<file path="src/glb_mem_pkg.sv">
// Bank geometry, data width, queue and FIFO sizes, DMA header structs
package glb_mem_pkg;

    localparam int DATA_WIDTH      = 16;
    localparam int BANK_ADDR_WIDTH = 10;
    localparam int BANK_DEPTH      = 1 << BANK_ADDR_WIDTH;

    // Header slots per direction, kept a power of two so slot pointers wrap
    localparam int QUEUE_DEPTH     = 2;
    localparam int QUEUE_PTR_WIDTH = $clog2(QUEUE_DEPTH);

    localparam int NUM_WORDS_WIDTH = 11;
    localparam int STRIDE_WIDTH    = 8;

    // Load return FIFO, also the limit on reads in flight plus queued words
    localparam int LD_FIFO_DEPTH   = 2;
    localparam int LD_PTR_WIDTH    = $clog2(LD_FIFO_DEPTH);
    localparam int LD_CNT_WIDTH    = $clog2(LD_FIFO_DEPTH + 1);

    typedef struct packed {
        logic                       valid;
        logic [BANK_ADDR_WIDTH-1:0] start_addr;
        logic [NUM_WORDS_WIDTH-1:0] num_words;
    } dma_st_header_t;

    // One loop level: range words spaced stride apart
    typedef struct packed {
        logic                       valid;
        logic [BANK_ADDR_WIDTH-1:0] start_addr;
        logic [NUM_WORDS_WIDTH-1:0] range;
        logic [STRIDE_WIDTH-1:0]    stride;
    } dma_ld_header_t;

endpackage
</file>
<file path="src/glb_bank_arb.sv">
// Round-robin arbiter sharing the single bank port between the store and load DMAs
`timescale 1ns/1ps

module glb_bank_arb (
    input  logic                                   clk,
    input  logic                                   arst_n,
    input  logic                                   st_req,
    input  logic [glb_mem_pkg::BANK_ADDR_WIDTH-1:0] st_addr,
    input  logic [glb_mem_pkg::DATA_WIDTH-1:0]      st_wdata,
    input  logic                                   ld_req,
    input  logic [glb_mem_pkg::BANK_ADDR_WIDTH-1:0] ld_addr,
    input  logic [glb_mem_pkg::DATA_WIDTH-1:0]      bank_rdata,
    output logic                                   st_gnt,
    output logic                                   ld_gnt,
    output logic                                   bank_en,
    output logic                                   bank_we,
    output logic [glb_mem_pkg::BANK_ADDR_WIDTH-1:0] bank_addr,
    output logic [glb_mem_pkg::DATA_WIDTH-1:0]      bank_wdata,
    output logic                                   ld_rdata_valid,
    output logic [glb_mem_pkg::DATA_WIDTH-1:0]      ld_rdata
);
    // Set when the load side won last
    logic last_ld;

    assign st_gnt = st_req && (!ld_req || last_ld);
    assign ld_gnt = ld_req && (!st_req || !last_ld);

    assign bank_en    = st_gnt || ld_gnt;
    assign bank_we    = st_gnt;
    assign bank_addr  = st_gnt ? st_addr : ld_addr;
    assign bank_wdata = st_wdata;
    assign ld_rdata   = bank_rdata;

    always_ff @(posedge clk or negedge arst_n) begin
        if (!arst_n) begin
            last_ld        <= 1'b0;
            ld_rdata_valid <= 1'b0;
        end else begin
            if (st_gnt)
                last_ld <= 1'b0;
            else if (ld_gnt)
                last_ld <= 1'b1;
            // Bank read latency is one cycle
            ld_rdata_valid <= ld_gnt;
        end
    end

    // A waiting load request stays up until the store side releases the bank
    assert property (@(posedge clk) disable iff (!arst_n)
        ld_req && !ld_gnt |=> ld_req)
        else $error("load request dropped before grant");

endmodule

</file>
<file path="config.mk">
export PLATFORM = sky130hd
export DESIGN_NAME = glb_bank_arb
export DESIGN_NICKNAME = d
export VERILOG_FILES = /design/src/glb_mem_pkg.sv /design/src/glb_bank_arb.sv
export SDC_FILE = /design/constraint.sdc
export NUM_CORES = 1
export LEC_CHECK = 0
export BUFFER_PORTS_ARGS = -buffer_cell sky130_fd_sc_hd__buf_2
export CAP_MARGIN = 20
export CORE_ASPECT_RATIO = 0.9
export CORE_MARGIN = 2
export CORE_UTILIZATION = 24
export DETAILED_ROUTE_END_ITERATION = 6
export PLACE_DENSITY = 0.83
export SYNTH_ARGS = -nofsm -noshare
export SYNTH_HDL_FRONTEND = slang
export SYNTH_SLANG_ARGS = --single-unit
</file>
<file path="constraint.sdc">
create_clock -name clk -period 4.06 [get_ports clk]
set_clock_uncertainty 0.15 [all_clocks]
set_input_delay 0.609 -clock clk [delete_from_list [all_inputs] [get_ports clk]]
set_output_delay 0.609 -clock clk [all_outputs]
set_load 0.005 [all_outputs]
</file>
# After elaboration in Yosys (flattened, before gate mapping)
# Index checks and enable logic that the tools add are counted.
# word_totals
word_cells	14
in_bits	56
out_inout_bits	47
regBits	2
# op_classes
muxes	3
n_reduce_logical	9
# op_table
operator	count
two-way mux 10 bit	1
logical NOT 1 bit	3
logical OR 1 bit	3
logical AND 1 bit	2
two-way mux 1 bit	2
nonzero test 2 bit	1

# Depth between registers and ports, before layout
# Gate-level depths: netlist (run 1).
# depth
depth_word	5
depth_mapped	5
ltp_nobuf	3

# Worst setup path after synthesis (run 1)
# OpenSTA, ideal clock, no wires.
# synth_path
path_kind	input-to-output
from	input port ld_req
to	output port bank_addr[0] in the netlist's numbering
required_time_ps	3301
setup_slack_ps	2009
arrival_ps	1292
stages	4
path_buffers	1
path_cell_list	inv_1 -> o21ai_2 -> buf_6 -> mux2_2
# synth_via
elab_chain_len	4
# synth_rtl
element	line_no	text
from (decl)	glb_bank_arb.sv:10	input logic ld_req,
logical NOT 1 bit	glb_bank_arb.sv:25	assign st_gnt = st_req && (!ld_req || last_ld);
logical OR 1 bit	glb_bank_arb.sv:25	
logical AND 1 bit	glb_bank_arb.sv:25	
two-way mux 10 bit	glb_bank_arb.sv:30	assign bank_addr = st_gnt ? st_addr : ld_addr;
to (decl)	glb_bank_arb.sv:17	output logic [glb_mem_pkg::BANK_ADDR_WIDTH-1:0] bank_addr,
# No other way between the ends.

# Worst setup path after layout (run 1)
# layout_path
from	input port ld_req
to	output port bank_addr[7] in the netlist's numbering
# The elaborated chain is that of the path after synthesis.

==> results.tsv, run 1 <==
stage	metric	value	unit
route	drtAntennaViolNets	0	
route	firstDrtPassIters	4	
clock_network	cts_setup_buffers	0	
timing	min_period	2.48	ns
critical_path	endpoint_kind	output pin	
route	via_per_inst	3.92	
floorplanning	io_pins	103	
final_layout	fin_nets	118	
pwr	power_density	251	mW/mm2
logic_synthesis	syn-num-nets	109	
clock_network	post_cts_resized	0	
clock_network	root_buffer	clkbuf_4	
clock_network	htreeDepth	1	
placed_design	dp_hpwl	768	um
clock_network	numCtsBuffers	3	
logic_synthesis	yosysTopAreaCellShare	54.1	%
critical_path	worst-setup-path-type	primary input to output pin	
timing	finalSetupViolCount	0	
pwr	combPwrFrac	39.8	%
floorplanning	start_util	26.4	%
clock_network	cts_hold_buf	0	
pwr	peakVddDrop	0.0000765	V
pwr	switchingPower	28.9	uW
placed_design	io_buffers	38	
logic_synthesis	synthMuxAreaShare	24.6	%
logic_synthesis	ys_warn_count	0	
timing	maxSlewHeadroom	65.8	%
global_routing	grt_pass1_vias	304	
logic_synthesis	synth_top_family_by_area	buffers and inverters	
logic_synthesis	ys_ff_latch	2	
logic_synthesis	ys_top_cells_by_area	buf_4 (54%), mux2_2 (25%), dfrtp_1 (11%)	
global_routing	grt_usage	7.18	%
logic_synthesis	synth-seq-area-share	10.9	%
route	drt_iter0_drc	2	
logic_synthesis	avgSynthCellArea	8.64	um2
clock_network	cts_buffer_depth	2	
placed_design	routabilityCongestion	0.639	
final_layout	final_common_cell	buf_2	
pwr	switching_share	26.0	%
floorplanning	fp.dieW	50.0	um
critical_path	critPathArrivalTime	1.72	ns
timing	max_freq	404	MHz
logic_synthesis	synth_top_cell_by_area	buf_4	
timing	finalSetupTns	0	ns
pwr	p_seq_share	22.1	%
final_layout	post-route-util	25.5	%
pwr	internal_power	82.1	uW
floorplanning	core	0.00173	mm2
timing	slew_viol_final	0	
run_status	status	complete, no violations	
critical_path	crit_chain	buf_2, inv_1, o21ai_2, mux2_2, buf_2	
global_routing	grt_pass1_wl	1220	um
timing	finalHoldViolCount	0	
logic_synthesis	netlist_area	458	um2
route	drc	0	
logic_synthesis	synth_cells	53	
critical_path	start_kind	primary input	
final_layout	drive_above_1_share	88.3	%
timing	max_slew.worst_pin.slew	0.512	ns
run	maxCapViolCount	0	
min_path	hold_path.class	primary input to async pin	
route	vias	329	
route	drt_wl_total	921	um
logic_synthesis	synth-simple-area-share	2.19	%
logic_synthesis	synth_compound_area_share	4.10	%
critical_path	critPathMaxStageDelay	0.44	ns
critical_path	crit_fanout	11	
pwr	p_leak	0.249	nW
clock_network	clk_pin_slew_worst_paths	0.03	ns
floorplanning	row_count	14	
logic_synthesis	synth_xor_area_share	0	%
global_routing	antenna_found_initial	0	
logic_synthesis	synth.distinct_cells	9	
floorplanning	die_y	45.4	um
logic_synthesis	synth_fa_ha_area_share	0	%
critical_path	crit_top_cell	buf_2	
global_routing	overflow	0	
clock_network	clock_latency	0.22	ns
critical_path	worstPathRequired	3.30	ns
timing	grt_setup_unrepaired	no	
critical_path	cp_slowest_cell	o21ai_2	
route	wl_per_cell	11.0	um
pwr	p_clk_share	38.1	%
clock_network	cts.sinks	2	
final_layout	syn2layout_area_growth	-3.55	%
critical_path	r2r-start	last_ld	
timing	post-route-period-util	61.0	%
clock_network	cts_tree	yes	
critical_path	crit_start	ld_req	
final_layout	final_cell_mix	buf_2 (38), mux2_2 (10), clkbuf_4 (3)	
floorplanning	die-area	0.00227	mm2
global_routing	grt_max_degree	12	
final_layout	n_antenna_cell	0	
-- cell families (layout without fill, tap and decap cells) --
kind of cell           Yosys count  in the layout
buffers and inverters           36             43
multiplexers                    10             10
flip-flops                       2              2
AND/OR/NAND/NOR                  2              2
AO/OA/AOI/OAI                    3              3
-- power groups by stage --
| stage | logic [mW] | registers (mW) | clock network, mW |
|---|---|---|---|
| after CTS | 0.0449 | 0.0245 | 0.0449 |
| final | 0.0442 | 0.0245 | 0.0423 |
| after global routing | 0.0485 | 0.0248 | 0.0466 |
| after global placement | 0.0435 | 0.0244 | 0 |
| after floorplan | 0.0482 | 0.0244 | 0 |
| after detailed placement | 0.0446 | 0.0247 | 0 |
-- synth_stat cells --
cell type,n
a21oi_1,2
buf_4,33
buf_6,1
dfrtp_1,2
inv_1,2
mux2_2,10
nor2_1,1
o21ai_2,1
or2_2,1
-- worst max-delay path: cells and delay by family --
family / cells / cell delay (ns)
compound gates: 1 / 0.44
mux: 1 / 0.39
buf+inv: 3 / 0.28
-- per-layer routing --
| layer | vias to the layer above | wire [um] | GRT usage, % |
|---|---|---|---|
| met5 | - | 0 | 0 |
| met4 | 0 | 5 | 7.78 |
| met3 | 2 | 151 | 4.61 |
| met2 | 34 | 481 | 11.1 |
| met1 | 142 | 283 | 6.19 |
| li1 | 151 | - | - |
-- registers in the layout (all words and copies together), names as in the netlist --
register,count
ld_rdata_valid,1
last_ld,1
-- per-stage QoR --
step | power (mW) | area [um2] | setup WS, ns | std cells | hold slack (ns)
3_5_place_dp | 0.0693 | 419 | 1.57 | 81 | 0.248
3_3_place_gp | 0.0679 | 419 | 1.59 | 81 | 0.246
6_report | 0.111 | 442 | 1.58 | 84 | 0.0183
5_1_grt | 0.120 | 442 | 1.45 | 84 | 0.0110
2_1_floorplan | 0.0726 | 458 | 2.01 | 53 | 0.163
4_1_cts | 0.114 | 442 | 1.56 | 84 | 0.0129
-- cell type report --
class | instances | area [um2]
fill | 195 | 1290
timing repair buffer | 38 | 190
multi-input combinational | 15 | 141
sequential | 2 | 50.0
tap | 24 | 30.0
clock buffer | 3 | 22.5
inverter | 2 | 7.51
-- worst paths after layout --
kind                                  endpoint  slack, ns  cells after the start
worst max register to register         last_ld       3.23                      2
worst min register to register         last_ld       0.38                      1
worst max-delay path              bank_addr[7]       1.58                      5
worst min-delay path            ld_rdata_valid       0.02                      1
min in group clk                       last_ld       0.38                      1
max in group asynchronous              last_ld       3.65                      1
Power figures use the tool's default switching activity.
==> run 2: changes to the inputs <==
CORE_UTILIZATION = 23   (was 24)
PLACE_DENSITY = 0.8   (was 0.83)
clock period = 2.32 ns   (was 4.06 ns; I/O delays follow)
==> results.tsv, run 2 (synthesized netlist as in run 1, its figures left out) <==
stage	metric	value	unit	change
timing	max_slew.worst_pin.slew	0.552	ns	+0.0395 ns
placed_design	placed_area	420	um2	+0.30%
clock_network	post_cts_resized	0		unchanged
route	vias	342		+4.0%
placed_design	dpl.cell_count	82		+1.2%
final_layout	final_common_cell	buf_2		
pwr	combPwrFrac	40.0	%	+0.2 points
timing	min_period	2.12	ns	
route	drt_wl_total	936	um	+1.6%
route	drt_iter0_drc	5		+3
critical_path	reg2reg_slack	1.50	ns	-1.73 ns
placed_design	pre_cts_slack	0.310	ns	-1.26 ns
route	via_per_inst	3.98		+1.5%
critical_path	worstPathRequired	1.82	ns	-1.48 ns
placed_design	io_buffers	38		unchanged
route	top_layer_used	met4		
floorplanning	core	0.00190	mm2	+9.3%
final_layout	fin_nets	119		+0.85%
final_layout	layoutNonFillerInstCount	86		+2.4%
pwr	peakVddDrop	0.000141	V	+84%
final_layout	fill_cells	213		+9.2%
clock_network	cts.sinks	2		unchanged
timing	slew_viol_final	0		unchanged
critical_path	worst-setup-path-type	register to output pin		
final_layout	top_regs	last_ld (1), ld_rdata_valid (1)		
timing	setup_ws	0.200	ns	-1.38 ns
route	firstDrtPassIters	2		-2
route	drtAntennaViolNets	0		unchanged
final_layout	drive_above_1_share	86.9	%	-1.4 points
pwr	p_leak	0.253	nW	+1.7%
clock_network	root_buffer	clkbuf_4		
placed_design	routabilityCongestion	0.595		-6.9%
timing	maxSlewHeadroom	63.2	%	-2.6 points
pwr	internal_power	145	uW	+77%
clock_network	cts_hold_buf	1		+1
global_routing	grt_max_degree	12		unchanged
clock_network	cts_setup_buffers	0		unchanged
pwr	p_seq_share	21.6	%	-0.5 points
min_path	hold_path.class	primary input to register		
timing	finalSetupViolCount	0		unchanged
floorplanning	fp.dieW	51.0	um	+2.0%
route	drc	0		unchanged
floorplanning	row_count	15		+1
timing	post-route-period-util	91.4	%	
global_routing	grt_usage	7.44	%	+0.26 points
timing	finalHoldViolCount	0		unchanged
run	maxCapViolCount	0		unchanged
route	wl_per_cell	10.9	um	-0.73%
global_routing	overflow	0		unchanged
route	wl_met2	427	um	-11%
clock_network	clk_pin_slew_worst_paths	0.03	ns	about the same
run_status	status	complete, no violations		
clock_network	cts_tree	yes		
timing	finalSetupTns	0	ns	unchanged
floorplanning	io_pins	103		unchanged
global_routing	antenna_found_initial	0		unchanged
final_layout	stdcell_area	453	um2	+2.5%
critical_path	endpoint_kind	output pin		
floorplanning	die-area	0.00236	mm2	+4.0%
clock_network	numCtsBuffers	3		unchanged
final_layout	multi_input_area	141	um2	unchanged
clock_network	cts_buffer_depth	2		unchanged
critical_path	crit_fanout	11		unchanged
timing	fin_hold_ws	0.204	ns	+0.185 ns
pwr	p_clk_share	38.4	%	+0.3 points
final_layout	seq_area	50.0	um2	unchanged
global_routing	grt_pass1_wl	1240	um	+1.7%
timing	max_freq	472	MHz	
route	m1WireLength	394	um	+39%
floorplanning	die_y	46.3	um	+2.0%
floorplanning	start_util	24.2	%	-2.2 points
pwr	switching_share	26.6	%	+0.55 points
final_layout	final_cell_mix	buf_2 (38), mux2_2 (10), clkbuf_4 (3)		
final_layout	n_antenna_cell	0		unchanged
pwr	switchingPower	52.4	uW	+82%
global_routing	grt_pass1_vias	284		-6.6%
critical_path	start_kind	register		
clock_network	htreeDepth	1		unchanged
pwr	power_density	436	mW/mm2	+73%
timing	grt_setup_unrepaired	no		
placed_design	dp_hpwl	770	um	+0.21%
route	met3_length	93	um	-38%
final_layout	syn2layout_area_growth	-1.09	%	
critical_path	critPathArrivalTime	1.62	ns	-0.10 ns
clock_network	clock_latency	0.22	ns	about the same
-- run 2: cell count changes in the layout (fill, tap and decap cells not counted), sizes merged --
cell | previous run | this run
dlygate4sd3 | 0 | 1
-- run 2: layout make-up --
| type | count | share of cell area (%) |
|---|---|---|
| Clock buffer | 3 | 4.97 |
| Timing Repair Buffer | 39 | 44.2 |
| Multi-Input combinational cell | 15 | 31.2 |
| Inverter | 2 | 1.66 |
| Tap cell | 25 | 6.91 |
| Sequential cell | 2 | 11.0 |
-- run 2: power by group through the flow --
| stage | logic (mW) | registers, mW | clock network, mW |
|---|---|---|---|
| 2_1_floorplan | 0.0843 | 0.0427 | 0 |
| 3_3_place_gp | 0.0772 | 0.0428 | 0 |
| 3_5_place_dp | 0.0782 | 0.0431 | 0 |
| 4_1_cts | 0.0799 | 0.0427 | 0.0808 |
| 5_1_grt | 0.0881 | 0.0435 | 0.0832 |
| 6_report | 0.0789 | 0.0427 | 0.0758 |
-- run 2: layer usage --
| metal | up-vias | track usage [%] |
|---|---|---|
| met5 | - | 0 |
| met4 | 0 | 8.11 |
| met3 | 6 | 4.55 |
| met2 | 25 | 8.31 |
| met1 | 157 | 8.86 |
| li1 | 154 | - |
-- run 2: worst max-delay path: stages, from the launching register on --
cell and delay (ns):
dfrtp_1 0.40, o21ai_2 0.46, mux2_2 0.41, buf_2 0.13
-- run 2: path summary, 6_finish.rpt --
kind	from	to	cells past startpoint
max in group asynchronous	arst_n	last_ld	2
min in group asynchronous	arst_n	ld_rdata_valid	2
max	last_ld	bank_addr[9]	3
min reg2reg	last_ld	last_ld	1
min	st_req	last_ld	2
max reg2reg	last_ld	ld_rdata_valid	1
-- run 2: metrics by stage --
| step | power (mW) | utilization, % |
|---|---|---|
| after CTS | 0.203 | 23.9 |
| after global routing | 0.215 | 23.9 |
| final | 0.197 | 23.9 |
| after global placement | 0.120 | 22.2 |
| after detailed placement | 0.121 | 22.2 |
| after floorplan | 0.127 | - |
