**src/glb_mem_pkg.sv**
```systemverilog
// Bank geometry, data width, queue and FIFO sizes, DMA header structs
package glb_mem_pkg;

    localparam int DATA_WIDTH      = 16;
    localparam int BANK_ADDR_WIDTH = 10;
    localparam int BANK_DEPTH      = 1 << BANK_ADDR_WIDTH;

    // Header slots per direction, kept a power of two so slot pointers wrap
    localparam int QUEUE_DEPTH     = 2;
    localparam int QUEUE_PTR_WIDTH = $clog2(QUEUE_DEPTH);

    localparam int NUM_WORDS_WIDTH = 11;
    localparam int STRIDE_WIDTH    = 8;

    // Load return FIFO, also the limit on reads in flight plus queued words
    localparam int LD_FIFO_DEPTH   = 2;
    localparam int LD_PTR_WIDTH    = $clog2(LD_FIFO_DEPTH);
    localparam int LD_CNT_WIDTH    = $clog2(LD_FIFO_DEPTH + 1);

    typedef struct packed {
        logic                       valid;
        logic [BANK_ADDR_WIDTH-1:0] start_addr;
        logic [NUM_WORDS_WIDTH-1:0] num_words;
    } dma_st_header_t;

    // One loop level: range words spaced stride apart
    typedef struct packed {
        logic                       valid;
        logic [BANK_ADDR_WIDTH-1:0] start_addr;
        logic [NUM_WORDS_WIDTH-1:0] range;
        logic [STRIDE_WIDTH-1:0]    stride;
    } dma_ld_header_t;

endpackage
```
**src/glb_ld_dma.sv**
```systemverilog
// Module glb_ld_dma: load DMA issuing strided bank reads into a two-entry output FIFO
`timescale 1ns/1ps

module glb_ld_dma (
    input  logic                                   clk,
    input  logic                                   arst_n,
    input  logic                                   ld_dma_en,
    input  glb_mem_pkg::dma_ld_header_t            ld_dma_header [glb_mem_pkg::QUEUE_DEPTH],
    input  logic                                   ld_gnt,
    input  logic                                   ld_rdata_valid,
    input  logic [glb_mem_pkg::DATA_WIDTH-1:0]      ld_rdata,
    input  logic                                   ld_data_ready,
    output logic                                   ld_req,
    output logic [glb_mem_pkg::BANK_ADDR_WIDTH-1:0] ld_addr,
    output logic                                   ld_data_valid,
    output logic [glb_mem_pkg::DATA_WIDTH-1:0]      ld_data,
    output logic                                   ld_invalidate_pulse [glb_mem_pkg::QUEUE_DEPTH]
);
    import glb_mem_pkg::*;

    logic [QUEUE_PTR_WIDTH-1:0] slot;
    logic [NUM_WORDS_WIDTH-1:0] rd_cnt;
    logic [BANK_ADDR_WIDTH-1:0] rd_ofs;
    // Reads in flight plus words held in the FIFO
    logic [LD_CNT_WIDTH-1:0]    credit_cnt;
    logic [DATA_WIDTH-1:0]      fifo_mem [LD_FIFO_DEPTH];
    logic [LD_PTR_WIDTH-1:0]    wr_ptr;
    logic [LD_PTR_WIDTH-1:0]    rd_ptr;
    logic [LD_CNT_WIDTH-1:0]    fifo_cnt;
    dma_ld_header_t             hdr;
    logic                       active;
    logic                       done;
    logic                       issue;
    logic                       pop;

    assign hdr    = ld_dma_header[slot];
    assign active = hdr.valid && ld_dma_en;
    assign done   = active && (rd_cnt == hdr.range);

    assign ld_req  = active && (rd_cnt < hdr.range) &&
                     (credit_cnt < LD_CNT_WIDTH'(LD_FIFO_DEPTH));
    // Offset wraps at the bank depth
    assign ld_addr = hdr.start_addr + rd_ofs;
    assign issue   = ld_req && ld_gnt;

    assign ld_data_valid = (fifo_cnt != '0);
    assign ld_data       = fifo_mem[rd_ptr];
    assign pop           = ld_data_valid && ld_data_ready;

    always_comb begin
        for (int q = 0; q < QUEUE_DEPTH; q++) begin
            ld_invalidate_pulse[q] = done && (slot == QUEUE_PTR_WIDTH'(q));
        end
    end

    always_ff @(posedge clk or negedge arst_n) begin
        if (!arst_n) begin
            slot       <= '0;
            rd_cnt     <= '0;
            rd_ofs     <= '0;
            credit_cnt <= '0;
            wr_ptr     <= '0;
            rd_ptr     <= '0;
            fifo_cnt   <= '0;
        end else begin
            if (done) begin
                slot   <= slot + 1'b1;
                rd_cnt <= '0;
                rd_ofs <= '0;
            end else if (issue) begin
                rd_cnt <= rd_cnt + 1'b1;
                rd_ofs <= rd_ofs + BANK_ADDR_WIDTH'(hdr.stride);
            end
            credit_cnt <= credit_cnt + LD_CNT_WIDTH'(issue) - LD_CNT_WIDTH'(pop);
            fifo_cnt   <= fifo_cnt + LD_CNT_WIDTH'(ld_rdata_valid) - LD_CNT_WIDTH'(pop);
            if (ld_rdata_valid)
                wr_ptr <= wr_ptr + 1'b1;
            if (pop)
                rd_ptr <= rd_ptr + 1'b1;
        end
    end

    always_ff @(posedge clk) begin
        if (ld_rdata_valid)
            fifo_mem[wr_ptr] <= ld_rdata;
    end

    // Credit limit leaves room for every word the arbiter returns
    assert property (@(posedge clk) disable iff (!arst_n)
        ld_rdata_valid |-> fifo_cnt < LD_CNT_WIDTH'(LD_FIFO_DEPTH))
        else $error("load FIFO overflow");

endmodule

```
**config.mk**
```make
export PLATFORM = sky130hd
export DESIGN_NAME = glb_ld_dma
export DESIGN_NICKNAME = d
export VERILOG_FILES = /design/src/glb_mem_pkg.sv /design/src/glb_ld_dma.sv
export SDC_FILE = /design/constraint.sdc
export NUM_CORES = 1
export LEC_CHECK = 0
export BUFFER_PORTS_ARGS = -buffer_cell sky130_fd_sc_hd__clkbuf_2
export CAP_MARGIN = 30
export CORE_UTILIZATION = 25
export DETAILED_ROUTE_END_ITERATION = 7
export MAX_ROUTING_LAYER = met4
export PLACE_DENSITY = 0.54
export RECOVER_POWER = 50
export SYNTH_ARGS = -nofsm -noshare
export SYNTH_HDL_FRONTEND = slang
export SYNTH_SLANG_ARGS = --single-unit
```
**constraint.sdc**
```tcl
create_clock -name clk -period 2.9 [get_ports clk]
set_input_delay 0.29 -clock clk [delete_from_list [all_inputs] [get_ports clk]]
set_output_delay 0.29 -clock clk [all_outputs]
set_load 0.03 [all_outputs]
```
==> Yosys cells after proc, flatten, opt, wreduce, memory -nomap -nowiden <==
Memory sizes are Yosys's and may differ from the RTL's.
Cells that the tools add are included.
{ "totals": {"regBits": 28, "mem_bits_rw": 32, "input_bits": 82, "output_inout_bits": 30, "wordCells": 43, "mem_count": 1} }
{ "op_classes": {"addsub": 10, "order_cmp": 3, "eq_ne": 1, "n_mux": 9, "bitwise_logic": 2, "reduce_logical": 10} }
{ "memory_table": {"columns": ["memory", "words", "word_bits", "read_ports", "rd_clocked_by_memory_dff", "write_ports", "line", "rtl"], "rows": [
  ["fifo_mem", 2, 16, 1, 0, 1, "glb_ld_dma.sv:26", "logic [DATA_WIDTH-1:0] fifo_mem [LD_FIFO_DEPTH];"]
]} }
{ "op_table": {"columns": ["cell", "n"], "rows": [
  ["$mux W30", 3],
  ["$mux W11", 2],
  ["$mux W10", 2],
  ["$add A11 B1 Y11 const B", 1],
  ["$eq A11 B11 Y1", 1],
  ["$lt A11 B11 Y1", 1],
  ["$add A10 B10 Y10", 1],
  ["$add A10 B8 Y10", 1],
  ["$logic_and A1 B1 Y1", 8],
  ["$add A2 B1 Y2", 2],
  ["$reduce_bool A2 Y1", 2],
  ["$sub A2 B1 Y2", 2],
  ["$add A1 B1 Y1 const B", 3],
  ["$ge A2 B2 Y1 const B", 1],
  ["$lt A2 B2 Y1 const B", 1],
  ["$mux W1", 2],
  ["$not A1 Y2", 1],
  ["$not A1 Y1", 1]
]} }

==> Logic depth before layout (Yosys ltp) <==
{ "logic_depth": {"depth_word": 10, "ltp_mapped": 14, "mapped_depth_nobuf": 11} }

==> Worst setup path after synthesis <==
No wires, ideal clock.
{ "synth_path": {"kind": "reg2out", "startpoint": "register slot", "endpoint": "output port ld_addr[9] in the netlist's numbering", "arrival_time_ns": 2.976, "required_time_ns": 2.610, "path_slack_ns": -0.366, "path_stages_with_launch": 12, "n_path_buf": 2, "path_cell_list": "dfrtp_1 > buf_4 > clkbuf_1 > mux2i_1 > inv_1 > ha_1 > a21oi_1 > nor2b_1 > o31a_1 > or4_1 > a2111o_1 > o211ai_1"} }
{ "synth_via": {"elab_chain_cells": 5} }
{ "synth_rtl": {"columns": ["element", "line", "rtl"], "rows": [
  ["from (decl)", "glb_ld_dma.sv:21", "logic [QUEUE_PTR_WIDTH-1:0] slot;"],
  ["from (signal assigned)", "glb_ld_dma.sv:67", "slot <= slot + 1'b1;"],
  ["$not A1 Y2 (implied by the code)", "glb_ld_dma.sv:36", "assign hdr = ld_dma_header[slot];"],
  ["$mux W30 (implied by the code) (3 in series)", "glb_ld_dma.sv:36", null],
  ["$add A10 B10 Y10", "glb_ld_dma.sv:43", "assign ld_addr = hdr.start_addr + rd_ofs;"],
  ["to (decl)", "glb_ld_dma.sv:14", "output logic [glb_mem_pkg::BANK_ADDR_WIDTH-1:0] ld_addr,"]
]} }
No other way between the ends. The select of a mux whose other input is x is not followed.

==> Worst setup path in the final report <==
Same ends and word-level chain as after synthesis.

==> impl_metrics.xml <==
<?xml version="1.0" encoding="UTF-8"?>
<metrics>
  <group name="synth">
    <metric name="synth_sequential_area_ratio" unit="%">43.68</metric>
    <metric name="synthesized_instance_count" unit="">337</metric>
    <metric name="synth_top_flop_cell" unit="">sky130_fd_sc_hd__edfxtp_1</metric>
    <metric name="total_of_flip_flops_plus_latches_after_synthesis" unit="">60</metric>
    <metric name="yosys_warnings" unit="">0</metric>
    <metric name="synth_edf_count" unit="">32</metric>
    <metric name="syn-num-nets" unit="">454</metric>
    <metric name="syn_area" unit="um2">3804</metric>
    <metric name="synth_top_cell_by_area" unit="">sky130_fd_sc_hd__edfxtp_1</metric>
    <metric name="yosys.area.top_type_share" unit="%">25.26</metric>
    <metric name="ys_async_sr_fraction" unit="%">46.67</metric>
    <metric name="ys_top_cells_by_area" unit="">sky130_fd_sc_hd__edfxtp_1 25%, sky130_fd_sc_hd__dfrtp_1 18%, sky130_fd_sc_hd__ha_1 11%</metric>
    <metric name="synth_area_per_cell" unit="um2">11.29</metric>
    <metric name="post_synth_num_cell_types" unit="">46</metric>
  </group>
  <group name="min_path">
    <metric name="hold-path-endpoint" unit="">fifo_mem[1][15]</metric>
    <metric name="hold_path.startpoint" unit="">ld_rdata[15]</metric>
    <metric name="hold_depth" unit="">1</metric>
    <metric name="hold_path.class" unit="">primary input to register</metric>
  </group>
  <group name="floorplan">
    <metric name="pin_count" unit="">112</metric>
    <metric name="fp.coreArea" unit="um2">14700</metric>
    <metric name="placement_rows" unit="">44</metric>
    <metric name="floorplan.die_area" unit="um2">15710</metric>
    <metric name="die-height" unit="um">125.3</metric>
    <metric name="initial_utilization" unit="%">25.88</metric>
    <metric name="die_w" unit="um">125.3</metric>
  </group>
  <group name="clock_tree">
    <metric name="cts-root-buf" unit="">sky130_fd_sc_hd__clkbuf_16</metric>
    <metric name="cts_buffers" unit="">9</metric>
    <metric name="clock-sinks" unit="">60</metric>
    <metric name="worst_skew_pair_latency" unit="ns">0.32</metric>
    <metric name="tritoncts" unit="">done</metric>
    <metric name="cts_hold_repair.buffers" unit="">0</metric>
    <metric name="deepest_clock_path_buffer_count" unit="">2</metric>
    <metric name="cts_max_level" unit="">3</metric>
    <metric name="cts.reportedPaths.clkPinSlew" unit="ns">0.06</metric>
  </group>
  <group name="route">
    <metric name="drt_first_pass_iters" unit="">8</metric>
    <metric name="ant_nets" unit="">0</metric>
    <metric name="routed-via-count" unit="">3004</metric>
    <metric name="drt_drc_violations_left" unit="">2</metric>
    <metric name="detail_route.vias_per_cell" unit="">4.552</metric>
    <metric name="detailedRoute.firstIterationViolations" unit="">84</metric>
    <metric name="drt-wirelength-per-cell" unit="um">13.71</metric>
    <metric name="totalWireLength" unit="um">9049</metric>
  </group>
  <group name="setup_path">
    <metric name="critPathRequiredTime" unit="ns">2.61</metric>
    <metric name="worst-r2r-cell-count" unit="">12</metric>
    <metric name="capturing_element_type_of_the_critical_path" unit="">primary output</metric>
    <metric name="timing.reg2reg.setup_slack" unit="ns">0.03</metric>
    <metric name="worstPathMaxFanout" unit="">6</metric>
    <metric name="worstPathCellList" unit="">mux2_2 -&gt; ha_4 -&gt; nor2b_1 -&gt; o31a_1 -&gt; or4_4 -&gt; a2111o_1 -&gt; o211ai_1 -&gt; buf_4</metric>
    <metric name="launching_element_type_of_the_critical_path" unit="">register</metric>
    <metric name="cpMaxStageDelayCell" unit="">sky130_fd_sc_hd__dfrtp_2</metric>
    <metric name="max_stage_delay" unit="ns">0.45</metric>
    <metric name="crit_type" unit="">register to primary output</metric>
    <metric name="rr_startpoint" unit="">slot</metric>
    <metric name="worst-endpoint-arrival" unit="ns">2.91</metric>
    <metric name="crit-reg2reg-capture" unit="">credit_cnt[1]</metric>
  </group>
  <group name="status">
    <metric name="violations_in_the_final_reports" unit="">DRC, capacitance limit, slew limit, setup timing</metric>
    <metric name="status" unit="">finished with violations</metric>
  </group>
  <group name="placement">
    <metric name="finalWeightedCongestion" unit="">0.7991</metric>
    <metric name="buffer_ports.inserted" unit="">111</metric>
    <metric name="dp_hpwl" unit="um">7047</metric>
  </group>
  <group name="timing">
    <metric name="final_max_slew_viol_count" unit="">29</metric>
    <metric name="post-route-worst-setup-slack" unit="ns">-0.3032</metric>
    <metric name="setup_tns" unit="ns">-0.9405</metric>
    <metric name="fin_crit_sh" unit="%">110.5</metric>
    <metric name="tightestPinTransition" unit="ns">1.715</metric>
    <metric name="setup_viol" unit="">5</metric>
    <metric name="worst_slew_margin_rel" unit="%">-14.31</metric>
    <metric name="fmax" unit="MHz">312.2</metric>
    <metric name="hold_viol" unit="">0</metric>
    <metric name="final.hold.worst_slack" unit="ns">0.1562</metric>
    <metric name="fin_skew" unit="ns">0.006344</metric>
    <metric name="layout_min_cycle_time" unit="ns">3.203</metric>
    <metric name="rsz0062_at_grt" unit="">yes</metric>
  </group>
  <group name="layout">
    <metric name="layout-drive-gt1-share" unit="%">41.18</metric>
    <metric name="antenna-diode-count" unit="">0</metric>
    <metric name="nets" unit="">588</metric>
    <metric name="syn_to_final_growth" unit="%">35.36</metric>
    <metric name="layout_commonest_cell" unit="">sky130_fd_sc_hd__clkbuf_2</metric>
    <metric name="commonest_cells_after_routing_fill_and_taps_aside" unit="">95 x sky130_fd_sc_hd__clkbuf_2, 33 x sky130_fd_sc_hd__mux2_2, 32 x sky130_fd_sc_hd__edfxtp_1</metric>
    <metric name="fill_cells" unit="">1473</metric>
  </group>
  <group name="power_and_ir_drop">
    <metric name="comb_power_share" unit="%">49.1</metric>
    <metric name="peakVddDrop" unit="V">0.0002680</metric>
    <metric name="sequentialPowerShare" unit="%">28.5</metric>
    <metric name="power.net_switching" unit="W">0.001943</metric>
    <metric name="total_leakage_power" unit="nW">2.261</metric>
    <metric name="sw_frac_of_total" unit="%">40.67</metric>
    <metric name="power_frac_clock" unit="%">22.4</metric>
    <metric name="internal_power" unit="W">0.002834</metric>
    <metric name="cellPowerDensity" unit="nW/um2">927.8</metric>
  </group>
  <group name="global_route">
    <metric name="grt_use_total" unit="%">12.45</metric>
    <metric name="first_global_vias" unit="">3160</metric>
    <metric name="antenna_found_initial" unit="">0</metric>
    <metric name="grt-ovfl-total" unit="">0</metric>
    <metric name="grt_first_pass_wirelength" unit="um">15060</metric>
    <metric name="grt_start_max_net_pins" unit="">29</metric>
  </group>
  <group name="job">
    <metric name="maxCapViolations" unit="">1</metric>
  </group>
</metrics>
-- stage by stage --
stage               setup slack, ns  cells  utilization, %  power [W]  cell area [um2]
detailed placement         -0.08031    643           32.33   0.003597             4752
global placement           -0.04656    643           32.33   0.003542             4752
global route                -0.4099    660           35.03   0.005113             5149
floorplan                  -0.04148    337               -   0.002972             3876
finish                      -0.3032    660           35.03   0.004777             5149
CTS                         -0.3555    660           34.69   0.004758             5099
-- sequential cells by signal, indices dropped and copies added (netlist names) --
register and cells:
rd_ofs 10, slot 1, credit_cnt 2, fifo_mem 32, fifo_cnt 2, wr_ptr 1
rd_cnt 11, rd_ptr 1
-- kinds of logic (layout without fill, tap and decap cells) --
group	Yosys count	in the layout	share of synthesized area, %
flops	60	60	43.68
simple gates	95	95	13.39
buf+inv	26	165	2.697
mux	52	52	14.77
compound gates	45	45	8.026
xor+xnor	24	24	5.526
fa+ha+maj	35	35	11.91
-- worst max path at each step --
stage / slack (ns) / to / startpoint
global placement: -0.05 / ld_addr[9] / slot
CTS: -0.36 / ld_addr[9] / slot
finish: -0.30 / ld_addr[9] / slot
global route: -0.41 / ld_addr[9] / slot
floorplan: -0.04 / ld_addr[9] / slot
detailed placement: -0.08 / ld_addr[9] / slot
-- worst max-delay path, delay by kind of cell, from the launching register on --
kind            cells  cell delay [ns]
compound gates      3             0.78
simple gates        2             0.57
flops               1             0.45
mux                 1             0.38
buf+inv             1             0.19
fa+ha+maj           1             0.22
-- synthesized netlist by cell type, drive strengths merged (6+ instances only) --
| library cell | count |
|---|---|
| ha | 33 |
| xor2 | 7 |
| nand2 | 10 |
| or3 | 6 |
| a21oi | 16 |
| xnor2 | 17 |
| nor2b | 7 |
| nor2 | 28 |
| edfxtp | 32 |
| nor3 | 7 |
| mux2 | 33 |
| dfrtp | 28 |
| inv | 16 |
| mux2i | 19 |
| clkbuf | 7 |
| nand3 | 10 |
-- timing repair --
action	in CTS	in global routing
setup buffers	1	0
resized for setup	11	17
pin swaps	1	2
endpoints found under the setup margin	8	21
endpoints found under the hold margin	0	0
-- power groups by stage --
stage | clock network [W] | logic, W | registers, W
floorplan | 0 | 0.00170 | 0.00127
global placement | 0 | 0.00218 | 0.00136
detailed placement | 0 | 0.00223 | 0.00137
CTS | 0.00109 | 0.00230 | 0.00136
global route | 0.00114 | 0.00257 | 0.00140
finish | 0.00107 | 0.00234 | 0.00136
-- per-layer routing --
metal	track usage (%)	vias up	part of all wire, %
li1	-	1515	-
met1	14.82	1426	45
met2	21.43	53	51
met3	2.139	10	3.3
met4	3.802	0	1.2
met5	-	-	0
-- layout make-up --
cell class                 count  area (um2)  area share [%]
clock buffer                   9       225.2           4.374
clock inverter                 7       75.07           1.458
inverter                      16       60.06           1.166
multi-input combinational    251        2163           42.02
sequential                    60        1663           32.30
tap                          184       230.2           4.471
timing repair buffer         133       732.0           14.22
Power figures use the tool's default switching activity.
