<file path="config.mk">
export PLATFORM = sky130hd
export DESIGN_NAME = glb_st_dma
export DESIGN_NICKNAME = d
export VERILOG_FILES = /design/src/glb_mem_pkg.sv /design/src/glb_st_dma.sv
export SDC_FILE = /design/constraint.sdc
export NUM_CORES = 1
export LEC_CHECK = 0
export BUFFER_PORTS_ARGS = -buffer_cell sky130_fd_sc_hd__buf_2
export CAP_MARGIN = 5
export CORE_MARGIN = 3
export CORE_UTILIZATION = 48
export CTS_BUF_LIST = sky130_fd_sc_hd__clkbuf_4 sky130_fd_sc_hd__clkbuf_8
export DETAILED_ROUTE_END_ITERATION = 8
export PLACE_DENSITY_LB_ADDON = 0.2
export SLEW_MARGIN = 10
export SYNTH_ARGS = -nofsm -noshare
export SYNTH_HDL_FRONTEND = slang
export SYNTH_SLANG_ARGS = --single-unit
</file>
<file path="constraint.sdc">
create_clock -name clk -period 4.7 [get_ports clk]
set_clock_uncertainty 0.05 [all_clocks]
set_input_delay 0.47 -clock clk [delete_from_list [all_inputs] [get_ports clk]]
set_output_delay 0.47 -clock clk [all_outputs]
set_load 0.02 [all_outputs]
</file>
<file path="src/glb_mem_pkg.sv">
// Bank geometry, data width, queue and FIFO sizes, DMA header structs
package glb_mem_pkg;

    localparam int DATA_WIDTH      = 16;
    localparam int BANK_ADDR_WIDTH = 10;
    localparam int BANK_DEPTH      = 1 << BANK_ADDR_WIDTH;

    // Header slots per direction, kept a power of two so slot pointers wrap
    localparam int QUEUE_DEPTH     = 2;
    localparam int QUEUE_PTR_WIDTH = $clog2(QUEUE_DEPTH);

    localparam int NUM_WORDS_WIDTH = 11;
    localparam int STRIDE_WIDTH    = 8;

    // Load return FIFO, also the limit on reads in flight plus queued words
    localparam int LD_FIFO_DEPTH   = 2;
    localparam int LD_PTR_WIDTH    = $clog2(LD_FIFO_DEPTH);
    localparam int LD_CNT_WIDTH    = $clog2(LD_FIFO_DEPTH + 1);

    typedef struct packed {
        logic                       valid;
        logic [BANK_ADDR_WIDTH-1:0] start_addr;
        logic [NUM_WORDS_WIDTH-1:0] num_words;
    } dma_st_header_t;

    // One loop level: range words spaced stride apart
    typedef struct packed {
        logic                       valid;
        logic [BANK_ADDR_WIDTH-1:0] start_addr;
        logic [NUM_WORDS_WIDTH-1:0] range;
        logic [STRIDE_WIDTH-1:0]    stride;
    } dma_ld_header_t;

endpackage
</file>
<file path="src/glb_st_dma.sv">
// Module glb_st_dma: store DMA writing the incoming word stream into the bank per header
`timescale 1ns/1ps

module glb_st_dma (
    input  logic                                   clk,
    input  logic                                   arst_n,
    input  logic                                   st_dma_en,
    input  glb_mem_pkg::dma_st_header_t            st_dma_header [glb_mem_pkg::QUEUE_DEPTH],
    input  logic                                   st_data_valid,
    input  logic [glb_mem_pkg::DATA_WIDTH-1:0]      st_data,
    input  logic                                   st_gnt,
    output logic                                   st_data_ready,
    output logic                                   st_req,
    output logic [glb_mem_pkg::BANK_ADDR_WIDTH-1:0] st_addr,
    output logic [glb_mem_pkg::DATA_WIDTH-1:0]      st_wdata,
    output logic                                   st_invalidate_pulse [glb_mem_pkg::QUEUE_DEPTH]
);
    import glb_mem_pkg::*;

    logic [QUEUE_PTR_WIDTH-1:0] slot;
    logic [NUM_WORDS_WIDTH-1:0] wr_cnt;
    logic                       buf_full;
    logic [DATA_WIDTH-1:0]      buf_data;
    dma_st_header_t             hdr;
    logic                       active;
    logic                       done;

    assign hdr    = st_dma_header[slot];
    assign active = hdr.valid && st_dma_en;
    // Buffer is always empty once all words are written, zero-length headers finish at once
    assign done   = active && (wr_cnt == hdr.num_words);

    // Accept only as many words as the header asks for
    assign st_data_ready = active && !buf_full && (wr_cnt < hdr.num_words);

    assign st_req   = buf_full;
    assign st_addr  = hdr.start_addr + wr_cnt[BANK_ADDR_WIDTH-1:0];
    assign st_wdata = buf_data;

    always_comb begin
        for (int q = 0; q < QUEUE_DEPTH; q++) begin
            st_invalidate_pulse[q] = done && (slot == QUEUE_PTR_WIDTH'(q));
        end
    end

    always_ff @(posedge clk or negedge arst_n) begin
        if (!arst_n) begin
            slot     <= '0;
            wr_cnt   <= '0;
            buf_full <= 1'b0;
        end else begin
            if (done) begin
                slot   <= slot + 1'b1;
                wr_cnt <= '0;
            end else if (st_gnt) begin
                wr_cnt <= wr_cnt + 1'b1;
            end
            if (st_data_valid && st_data_ready)
                buf_full <= 1'b1;
            else if (st_gnt)
                buf_full <= 1'b0;
        end
    end

    always_ff @(posedge clk) begin
        if (st_data_valid && st_data_ready)
            buf_data <= st_data;
    end

    // Arbiter may delay the grant, the request must wait unchanged
    assert property (@(posedge clk) disable iff (!arst_n)
        st_req && !st_gnt |=> st_req && $stable(st_addr) && $stable(st_wdata))
        else $error("store request dropped or changed before grant");

endmodule

</file>
Word-level counts from Yosys, hierarchy flattened
Cells that the tools add are included.

operators by class
  bitwise logic cells = 2
  add/sub/neg operators = 3
  equality and inequality tests = 1
  order comparisons = 2
  reductions and logical operators = 10
  mux-type cells = 7

operators by type and width
  cell                                                             count
  22-bit two-way mux                                               3
  11-bit two-way mux                                               2
  11-bit by 1-bit adder with 11-bit output, second input constant  1
  11-bit equality test                                             1
  11-bit less-than comparator                                      1
  10-bit adder                                                     1
  1-bit logical AND                                                7
  2-bit nonzero test                                               2
  2-bit greater-or-equal comparator, second input constant         1
  1-bit two-way mux                                                2
  1-bit NOT with 2-bit output                                      1
  1-bit adder, second input constant                               1
  1-bit zero test                                                  1
  1-bit NOT                                                        1

word-level totals
  word-level logic and storage cells = 29
  bits in registers = 29
  output and inout port bits = 30

Longest topological paths before layout
Gate-level depths: netlist (run 1).

  depth after elaboration = 9
  gate-level depth with buffers = 9
  depth with buffers taken out = 8

Worst setup path after synthesis (run 1)
OpenSTA, ideal clock, no wires.

  path kind = reg2reg
  start = reg slot
  end = reg buf_data[0], in the netlist st_wdata[0] (enable)
  period minus slack after synthesis = 3.268 ns
  cell stages (with the launch flop) = 10
  buffers on the path = 2
  setup time = 0.389 ns
  data required time = 4.261 ns
  arrival = 2.830 ns
  path slack = 1.432 ns
  path through = dfrtp_1 -> buf_4 -> clkbuf_1 -> mux2i_1 -> ha_1 -> and3_1 -> a221o_1 -> a31oi_1 -> o21ai_1 -> nor2_1

on the way
  longest elaborated chain between the ends = 8
  elaborated cells between the ends (all ways) = 9
  classes of those cells = order compare: 1; mux: 3; bitwise: 1; reduce/logical: 4

ends and longest elaborated chain
  element                                                                              RTL line          text
  start: declaration                                                                   glb_st_dma.sv:20  logic [QUEUE_PTR_WIDTH-1:0] slot;
  start signal: assignment                                                             glb_st_dma.sv:53  slot <= slot + 1'b1;
  1-bit NOT with 2-bit output (implied by the code) (*)                                glb_st_dma.sv:28  assign hdr = st_dma_header[slot];
  22-bit two-way mux (implied by the code) (*) (3 in a row)                            glb_st_dma.sv:28
  parallel branches: the longest is 2 deep, another holds 11-bit less-than comparator  -
  1-bit logical AND (*)                                                                glb_st_dma.sv:34  assign st_data_ready = active && !buf_full && (wr_cnt < hdr.num_words);
  1-bit logical AND (*)                                                                glb_st_dma.sv:66  if (st_data_valid && st_data_ready)
  end signal: assignment                                                               glb_st_dma.sv:67  buf_data <= st_data;
  end: declaration                                                                     glb_st_dma.sv:23  logic [DATA_WIDTH-1:0] buf_data;

Mark *: on every way between the ends. The select of a mux whose other input is x is not followed.
A chain may end at the register's enable or synchronous reset.

Final worst setup path (run 1)
  start = reg slot
  end = out st_addr[9] (netlist name)

on the way
  longest elaborated chain between the ends = 5

ends and longest elaborated chain
  element                                                RTL line          text
  1-bit NOT with 2-bit output (implied by the code)      glb_st_dma.sv:28
  22-bit two-way mux (implied by the code) (3 in a row)  glb_st_dma.sv:28
  10-bit adder                                           glb_st_dma.sv:37  assign st_addr = hdr.start_addr + wr_cnt[BANK_ADDR_WIDTH-1:0];
  end: declaration                                       glb_st_dma.sv:14  output logic [glb_mem_pkg::BANK_ADDR_WIDTH-1:0] st_addr,

No other way between the ends. The select of a mux whose other input is x is not followed.

==> flow_summary.ini, run 1 <==
[logic_synthesis]
synth_top_area_cell = edfxtp_1
ys_ff_latch = 29
avgSynthCellArea_um2 = 11.3
synthTopCellsByArea = edfxtp_1 24%, dfrtp_1 17%, ha_1 13%, mux2i_1 6.1%, mux2_2 5.7%
yosysSeqAreaShare_pct = 41.0
yosysTopAreaCellShare_pct = 24.5
postSynthCellCount = 174
ys.warnings.count = 0
synthDistinctLibCells = 34
synth_area_um2 = 1960
synth.net_count = 261

[cells_and_area]
design_area_um2 = 2570
area_delta_synth_final_pct = 30.8
finish.utilization_pct = 67.7
instances_no_fill = 321
drive_above_1_share_pct = 42.5
antenna_cells = 0
layout.nets = 359

[setup_path]
cp_slowest_cell = dfrtp_1
crit_required_ps = 4180
cp_cell_sequence = mux2_2 > ha_1 > and3_1 > a2111oi_4 > o21ai_1 > a21oi_1 > xnor2_1 > buf_2
critPathKind = reg -> out
r2r_cells = 8
startpoint_type = register
slowest_delay_ps = 850
worstPathArrival_ps = 3140
r2r_slack_ps = 1690
crit_fanout = 17
endpoint_kind = output port

[power_and_ir_drop]
power_mw = 1.10
peakVddDrop_v = 0.000369
p_leak_nw = 1.25
p_per_area_nw_per_um2 = 428

[clock_network]
clock_latency_ps = 260
cts_root_buf = clkbuf_8
path_clk_slew_ps = 60
holdBufCountCts = 0
cts.sinks = 29
post_cts_buffers = 0
cts_tree = done
numCtsBuffers = 5
ctsHtreeMaxLevel = 2
clock_path_buffers = 2
cts_resized = 0

[drt]
via_count = 1613
drtIter0Drc = 66
wl_um = 4070
routed_via_density = 5.02
postRouteAntennaNets = 0
first_pass_iters = 4
wl_per_cell_um = 12.7
remaining_drc_errors = 0

[floorplan]
initial_utilization_pct = 51.7
boundaryPins = 95
dieArea_um2 = 4900
coreArea_um2 = 3800
rows = 22
die_x_um = 70.0
die_y_um = 70.0

[place]
placed_area_um2 = 2480
gp_congestion = 0.782
portBuffers = 94
place_ws_ps = 1330
hpwl_um = 3390
place_inst = 313

[sta]
rsz0062_at_grt = no
fin_crit_ps = 3660
worst_slack_ps = 1040
finalMaxSlewViolations = 0
whs_ps = 34.6
max-slew-margin-rel_pct = 47.6
clock.fmax_mhz = 274
finalSetupTns_ps = 0
fin_crit_sh_pct = 77.8
setup_viol = 0
hold_viol_final = 0
worstMarginPinSlew_ps = 786

[global_routing]
grt_usage_pct = 17.4
grt_max_degree = 18
grt_pass1_vias = 1633
grt_first_pass_wirelength_um = 7050
antenna_found_initial = 0
grt-ovfl-total = 0

[run]
cap_violations = 0

[status]
outcome = finished clean

[worst_hold_path]
hold_path.class = in -> async
==> critical path, delay by kind of cell, from the launching register on <==
| kind | cells | cell delay, ps |
|---|---|---|
| xor+xnor | 1 | 130 |
| flops | 1 | 850 |
| fa+ha+maj | 1 | 340 |
| mux | 1 | 410 |
| buf+inv | 1 | 170 |
| simple gates | 1 | 220 |
| compound gates | 3 | 760 |
==> area by class of cell <==
class / count / area [µm²]
clock buffers: 7 / 83.8
inverters: 6 / 22.5
multi-input cells: 134 / 1110
well taps: 48 / 60.1
fillers: 328 / 1230
flip-flops and latches: 29 / 806
clock inverters: 1 / 3.75
repair buffers: 96 / 485
==> layout by cell type (no fill, tap or decap), types with 2 or more instances in the layout <==
| cell | Yosys | routed |
|---|---|---|
| nor2b_1 | 2 | 2 |
| inv_1 | 6 | 6 |
| nand4_1 | 7 | 7 |
| ha_1 | 21 | 21 |
| nand3_1 | 7 | 7 |
| a21oi_1 | 7 | 7 |
| a21o_1 | 3 | 3 |
| nand2_1 | 6 | 6 |
| and2_1 | 2 | 2 |
| o21ai_0 | 2 | 2 |
| mux2_2 | 10 | 10 |
| nor2_1 | 16 | 16 |
| clkbuf_8 | 0 | 5 |
| dfrtp_1 | 13 | 13 |
| clkbuf_4 | 0 | 2 |
| mux2i_1 | 12 | 12 |
| o21bai_1 | 3 | 3 |
| o21ai_1 | 2 | 2 |
| xor2_1 | 10 | 10 |
| buf_4 | 2 | 2 |
| and3_1 | 3 | 3 |
| buf_2 | 1 | 94 |
| xnor2_1 | 10 | 10 |
| edfxtp_1 | 16 | 16 |
==> cells by family after synthesis <==
group / after synthesis / synth area share, %
adder cells (fa/ha/maj): 22 / 14.4
buffers and inverters: 11 / 2.55
flip-flops: 29 / 41.0
XOR/XNOR: 20 / 8.92
AO/OA/AOI/OAI: 22 / 8.03
multiplexers: 23 / 12.4
AND/OR/NAND/NOR: 47 / 12.7
==> cell usage after synthesis <==
| cell type | number |
|---|---|
| a31oi_1 | 1 |
| nor4_4 | 1 |
| fa_1 | 1 |
| xor2_1 | 10 |
| a2111oi_4 | 1 |
| a21oi_1 | 7 |
| mux2_1 | 1 |
| o22ai_1 | 1 |
| nand3_1 | 7 |
| buf_4 | 2 |
| o21ai_0 | 2 |
| and3_4 | 1 |
| o211ai_1 | 1 |
| edfxtp_1 | 16 |
| nor2b_1 | 2 |
| a21o_1 | 3 |
| o21ai_1 | 2 |
| and2_1 | 2 |
| and3_1 | 3 |
| inv_1 | 6 |
| mux2_2 | 10 |
| nor3_1 | 1 |
| mux2i_1 | 12 |
| clkbuf_1 | 2 |
| xnor2_1 | 10 |
| a221o_1 | 1 |
| nor4_1 | 1 |
| nand2_1 | 6 |
| nand4_1 | 7 |
| ha_1 | 21 |
| o21bai_1 | 3 |
| nor2_1 | 16 |
| dfrtp_1 | 13 |
| buf_2 | 1 |
==> power breakdown <==
| group | total (mW) | switching [mW] | internal, mW |
|---|---|---|---|
| Combinational | 0.544 | 0.307 | 0.237 |
| Sequential | 0.363 | 0.0586 | 0.304 |
| Clock | 0.194 | 0.0798 | 0.114 |
| Total | 1.10 | 0.446 | 0.655 |
==> layer usage <==
metal	GRT usage (%)	part of all wire, %	up-vias
met5	0	0	-
met4	2.34	0.15	0
met3	5.32	9.2	2
met2	29.5	48	58
met1	22.2	42	720
li1	-	-	833
==> registers in the layout, indices dropped and copies added (netlist names) <==
name / flops
st_req: 1
slot: 1
wr_cnt: 11
st_wdata: 16
==> final timing paths <==
check / from / endpoint
max: slot / st_addr[9]
min: arst_n / st_req
max reg2reg: slot / st_wdata[11]
min reg2reg: st_req / st_req
max in group asynchronous: arst_n / wr_cnt[2]
min in group clk: st_data[4] / st_wdata[4]
(Power assumes the default switching activity.)
==> run 2: changes to the inputs <==
Settings changed: ABC_AREA set to 1, CORE_UTILIZATION 48 to 49.
Clock period 4.7 ns to 3.7 ns, I/O delays scaled along.
==> flow_summary.ini, run 2 <==
[global_routing]
grt_pass1_vias = 2138
grt_max_degree = 25
grt_util_met3_pct = 5.23
grt-ovfl-total = 0
grt_first_pass_wirelength_um = 8580
met1_usage_pct = 22.7
grt_usage_pct = 20.7
met2_usage_pct = 37.6
top_usage_layer = met2
antenna_found_initial = 0

[drt]
remaining_drc_errors = 0
routed_via_density = 4.89
first_pass_iters = 4
drtIter0Drc = 50
wl_um = 5090
postRouteAntennaNets = 0
via_count = 2109
wl_per_cell_um = 11.8

[logic_synthesis]
postSynthCellCount = 283
synthArstFlopShare_pct = 44.8
synth_ff_type = edfxtp_1
ys.warnings.count = 0
yosysSeqAreaShare_pct = 37.1
synth.net_count = 370
synth_enable_flop_cells = 16
synthDistinctLibCells = 26
avgSynthCellArea_um2 = 7.68
synthTopCellsByArea = edfxtp_1 22%, nand2_1 17%, dfrtp_1 15%, ha_1 12%, inv_1 6.6%
synth_area_um2 = 2170
yosysMostFrequentCell = nand2_1
synth_top_area_cell = edfxtp_1
ys_ff_latch = 29
yosysTopAreaCellShare_pct = 22.1
yosys-top-cells-count = 98 x nand2_1, 38 x inv_1, 28 x nor2_1

[setup_path]
crit_required_ps = 3280
slowest_delay_ps = 1040
startpoint_type = register
crit_fanout = 24
cp_cell_sequence = inv_4 > nand2_1 > nand2_1 > ha_1 > fa_1 > nand3_1 > nand2_1 > nand4_1 > nand2_1 > nand2_1 > nand2_1 > buf_2
cp_slowest_cell = dfrtp_1
worst-path-buf-inv = 2
critical_path.most_common_cell = nand2_1
worst_path_dominant_cell_family = flip-flops
worstPathArrival_ps = 2950
critPathKind = reg -> out
endpoint_kind = output port

[cells_and_area]
final_common_cell = nand2_1
antenna_cells = 0
largest_reg_flops = 16
finish.utilization_pct = 66.8
area_delta_synth_final_pct = 27.3
drive_above_1_share_pct = 28.9
final_cell_mix = 98 x nand2_1, 94 x buf_2, 38 x inv_1
layout.nets = 467
design_area_um2 = 2770

[sta]
finalSetupTns_ps = 0
finalMaxSlewViolations = 0
worst_slack_ps = 331
rsz0062_at_grt = no
hold_viol_final = 0
setup_viol = 0
fin_crit_ps = 3370
max-slew-margin-rel_pct = 29.6
fin_crit_sh_pct = 91.1
worstMarginPinSlew_ps = 1060
clock.fmax_mhz = 297

[clock_network]
cts_root_buf = clkbuf_8
ctsHtreeMaxLevel = 2
clock_path_buffers = 2
path_clk_slew_ps = 60
numCtsBuffers = 5
cts_tree = done
cts_resized = 0
cts.sinks = 29
clock_latency_ps = 270

[floorplan]
rows = 23
die_y_um = 72.6
dieArea_um2 = 5270
boundaryPins = 95
die_x_um = 72.6
coreArea_um2 = 4140
initial_utilization_pct = 52.4

[power_and_ir_drop]
p_per_area_nw_per_um2 = 547
power_mw = 1.51
p_leak_nw = 1.60
peakVddDrop_v = 0.000392

[worst_hold_path]
hold_path.class = in -> reg

[place]
hpwl_um = 4140
placed_area_um2 = 2670
place_ws_ps = 627
gp_congestion = 0.808
portBuffers = 94

[run]
cap_violations = 0

[status]
outcome = finished clean
[run 2: where the power goes]
group / switching (mW) / leakage, nW / internal (mW)
Clock: 0.111 / 0.0484 / 0.137
Combinational: 0.472 / 1.25 / 0.308
Sequential: 0.0941 / 0.294 / 0.390
Total: 0.677 / 1.60 / 0.835
[run 2: per-layer routing]
layer  vias up  share of wire [%]
met2        74                 48
met5         -                  0
met4         0                2.3
met3        12                7.6
li1       1095                  -
met1       928                 42
[run 2: cells by family (layout without fill, tap and decap cells)]
group	count (synthesis)	after routing	synth area share [%]
mux	10	10	4.61
compound gates	13	13	3.51
buf+inv	44	142	8.46
simple gates	156	156	29.7
xor+xnor	9	9	3.63
fa+ha+maj	22	22	13.0
flops	29	29	37.1
[run 2: path summary, 6_finish.rpt]
kind / startpoint / endpoint / slack, ps / cells after the start
worst max-delay path: slot / st_addr[8] / 330 / 12
worst min-delay path: st_data[2] / st_wdata[2] / 220 / 1
worst min register to register: st_req / st_req / 460 / 2
worst max register to register: slot / st_wdata[14] / 660 / 9
min in group asynchronous: arst_n / st_req / 460 / 2
max in group asynchronous: arst_n / wr_cnt[4] / 2910 / 2
[run 2: final cells by class]
cell class	count	area, µm²
Clock inverter	2	10.0
Multi-Input combinational cell	210	1180
Clock buffer	6	76.3
Sequential cell	29	806
Timing Repair Buffer	95	480
Fill cell	380	1380
Tap cell	50	62.6
Inverter	39	149
[run 2: what timing repair did]
action | CTS | global route
hold buffers | 1 | 0
setup buffers | 0 | 0
endpoints found under the hold margin | 13 | 0
[run 2: worst register-to-register path: stages (launching register included)]
cell and delay (ps):
dfrtp_1 1040, mux2i_1 290, ha_1 280, nand2_1 100, nor2_1 40, nor2_1 100
nand2_1 60, nor2_1 120, nand3_1 140, inv_1 450
[run 2: metrics by stage]
| stage | std cells | hold WS (ps) |
|---|---|---|
| after floorplan | 283 | 24.4 |
| after global placement | 422 | 224 |
| after detailed placement | 422 | 223 |
| after CTS | 431 | 204 |
| after global routing | 431 | 204 |
| final | 431 | 217 |
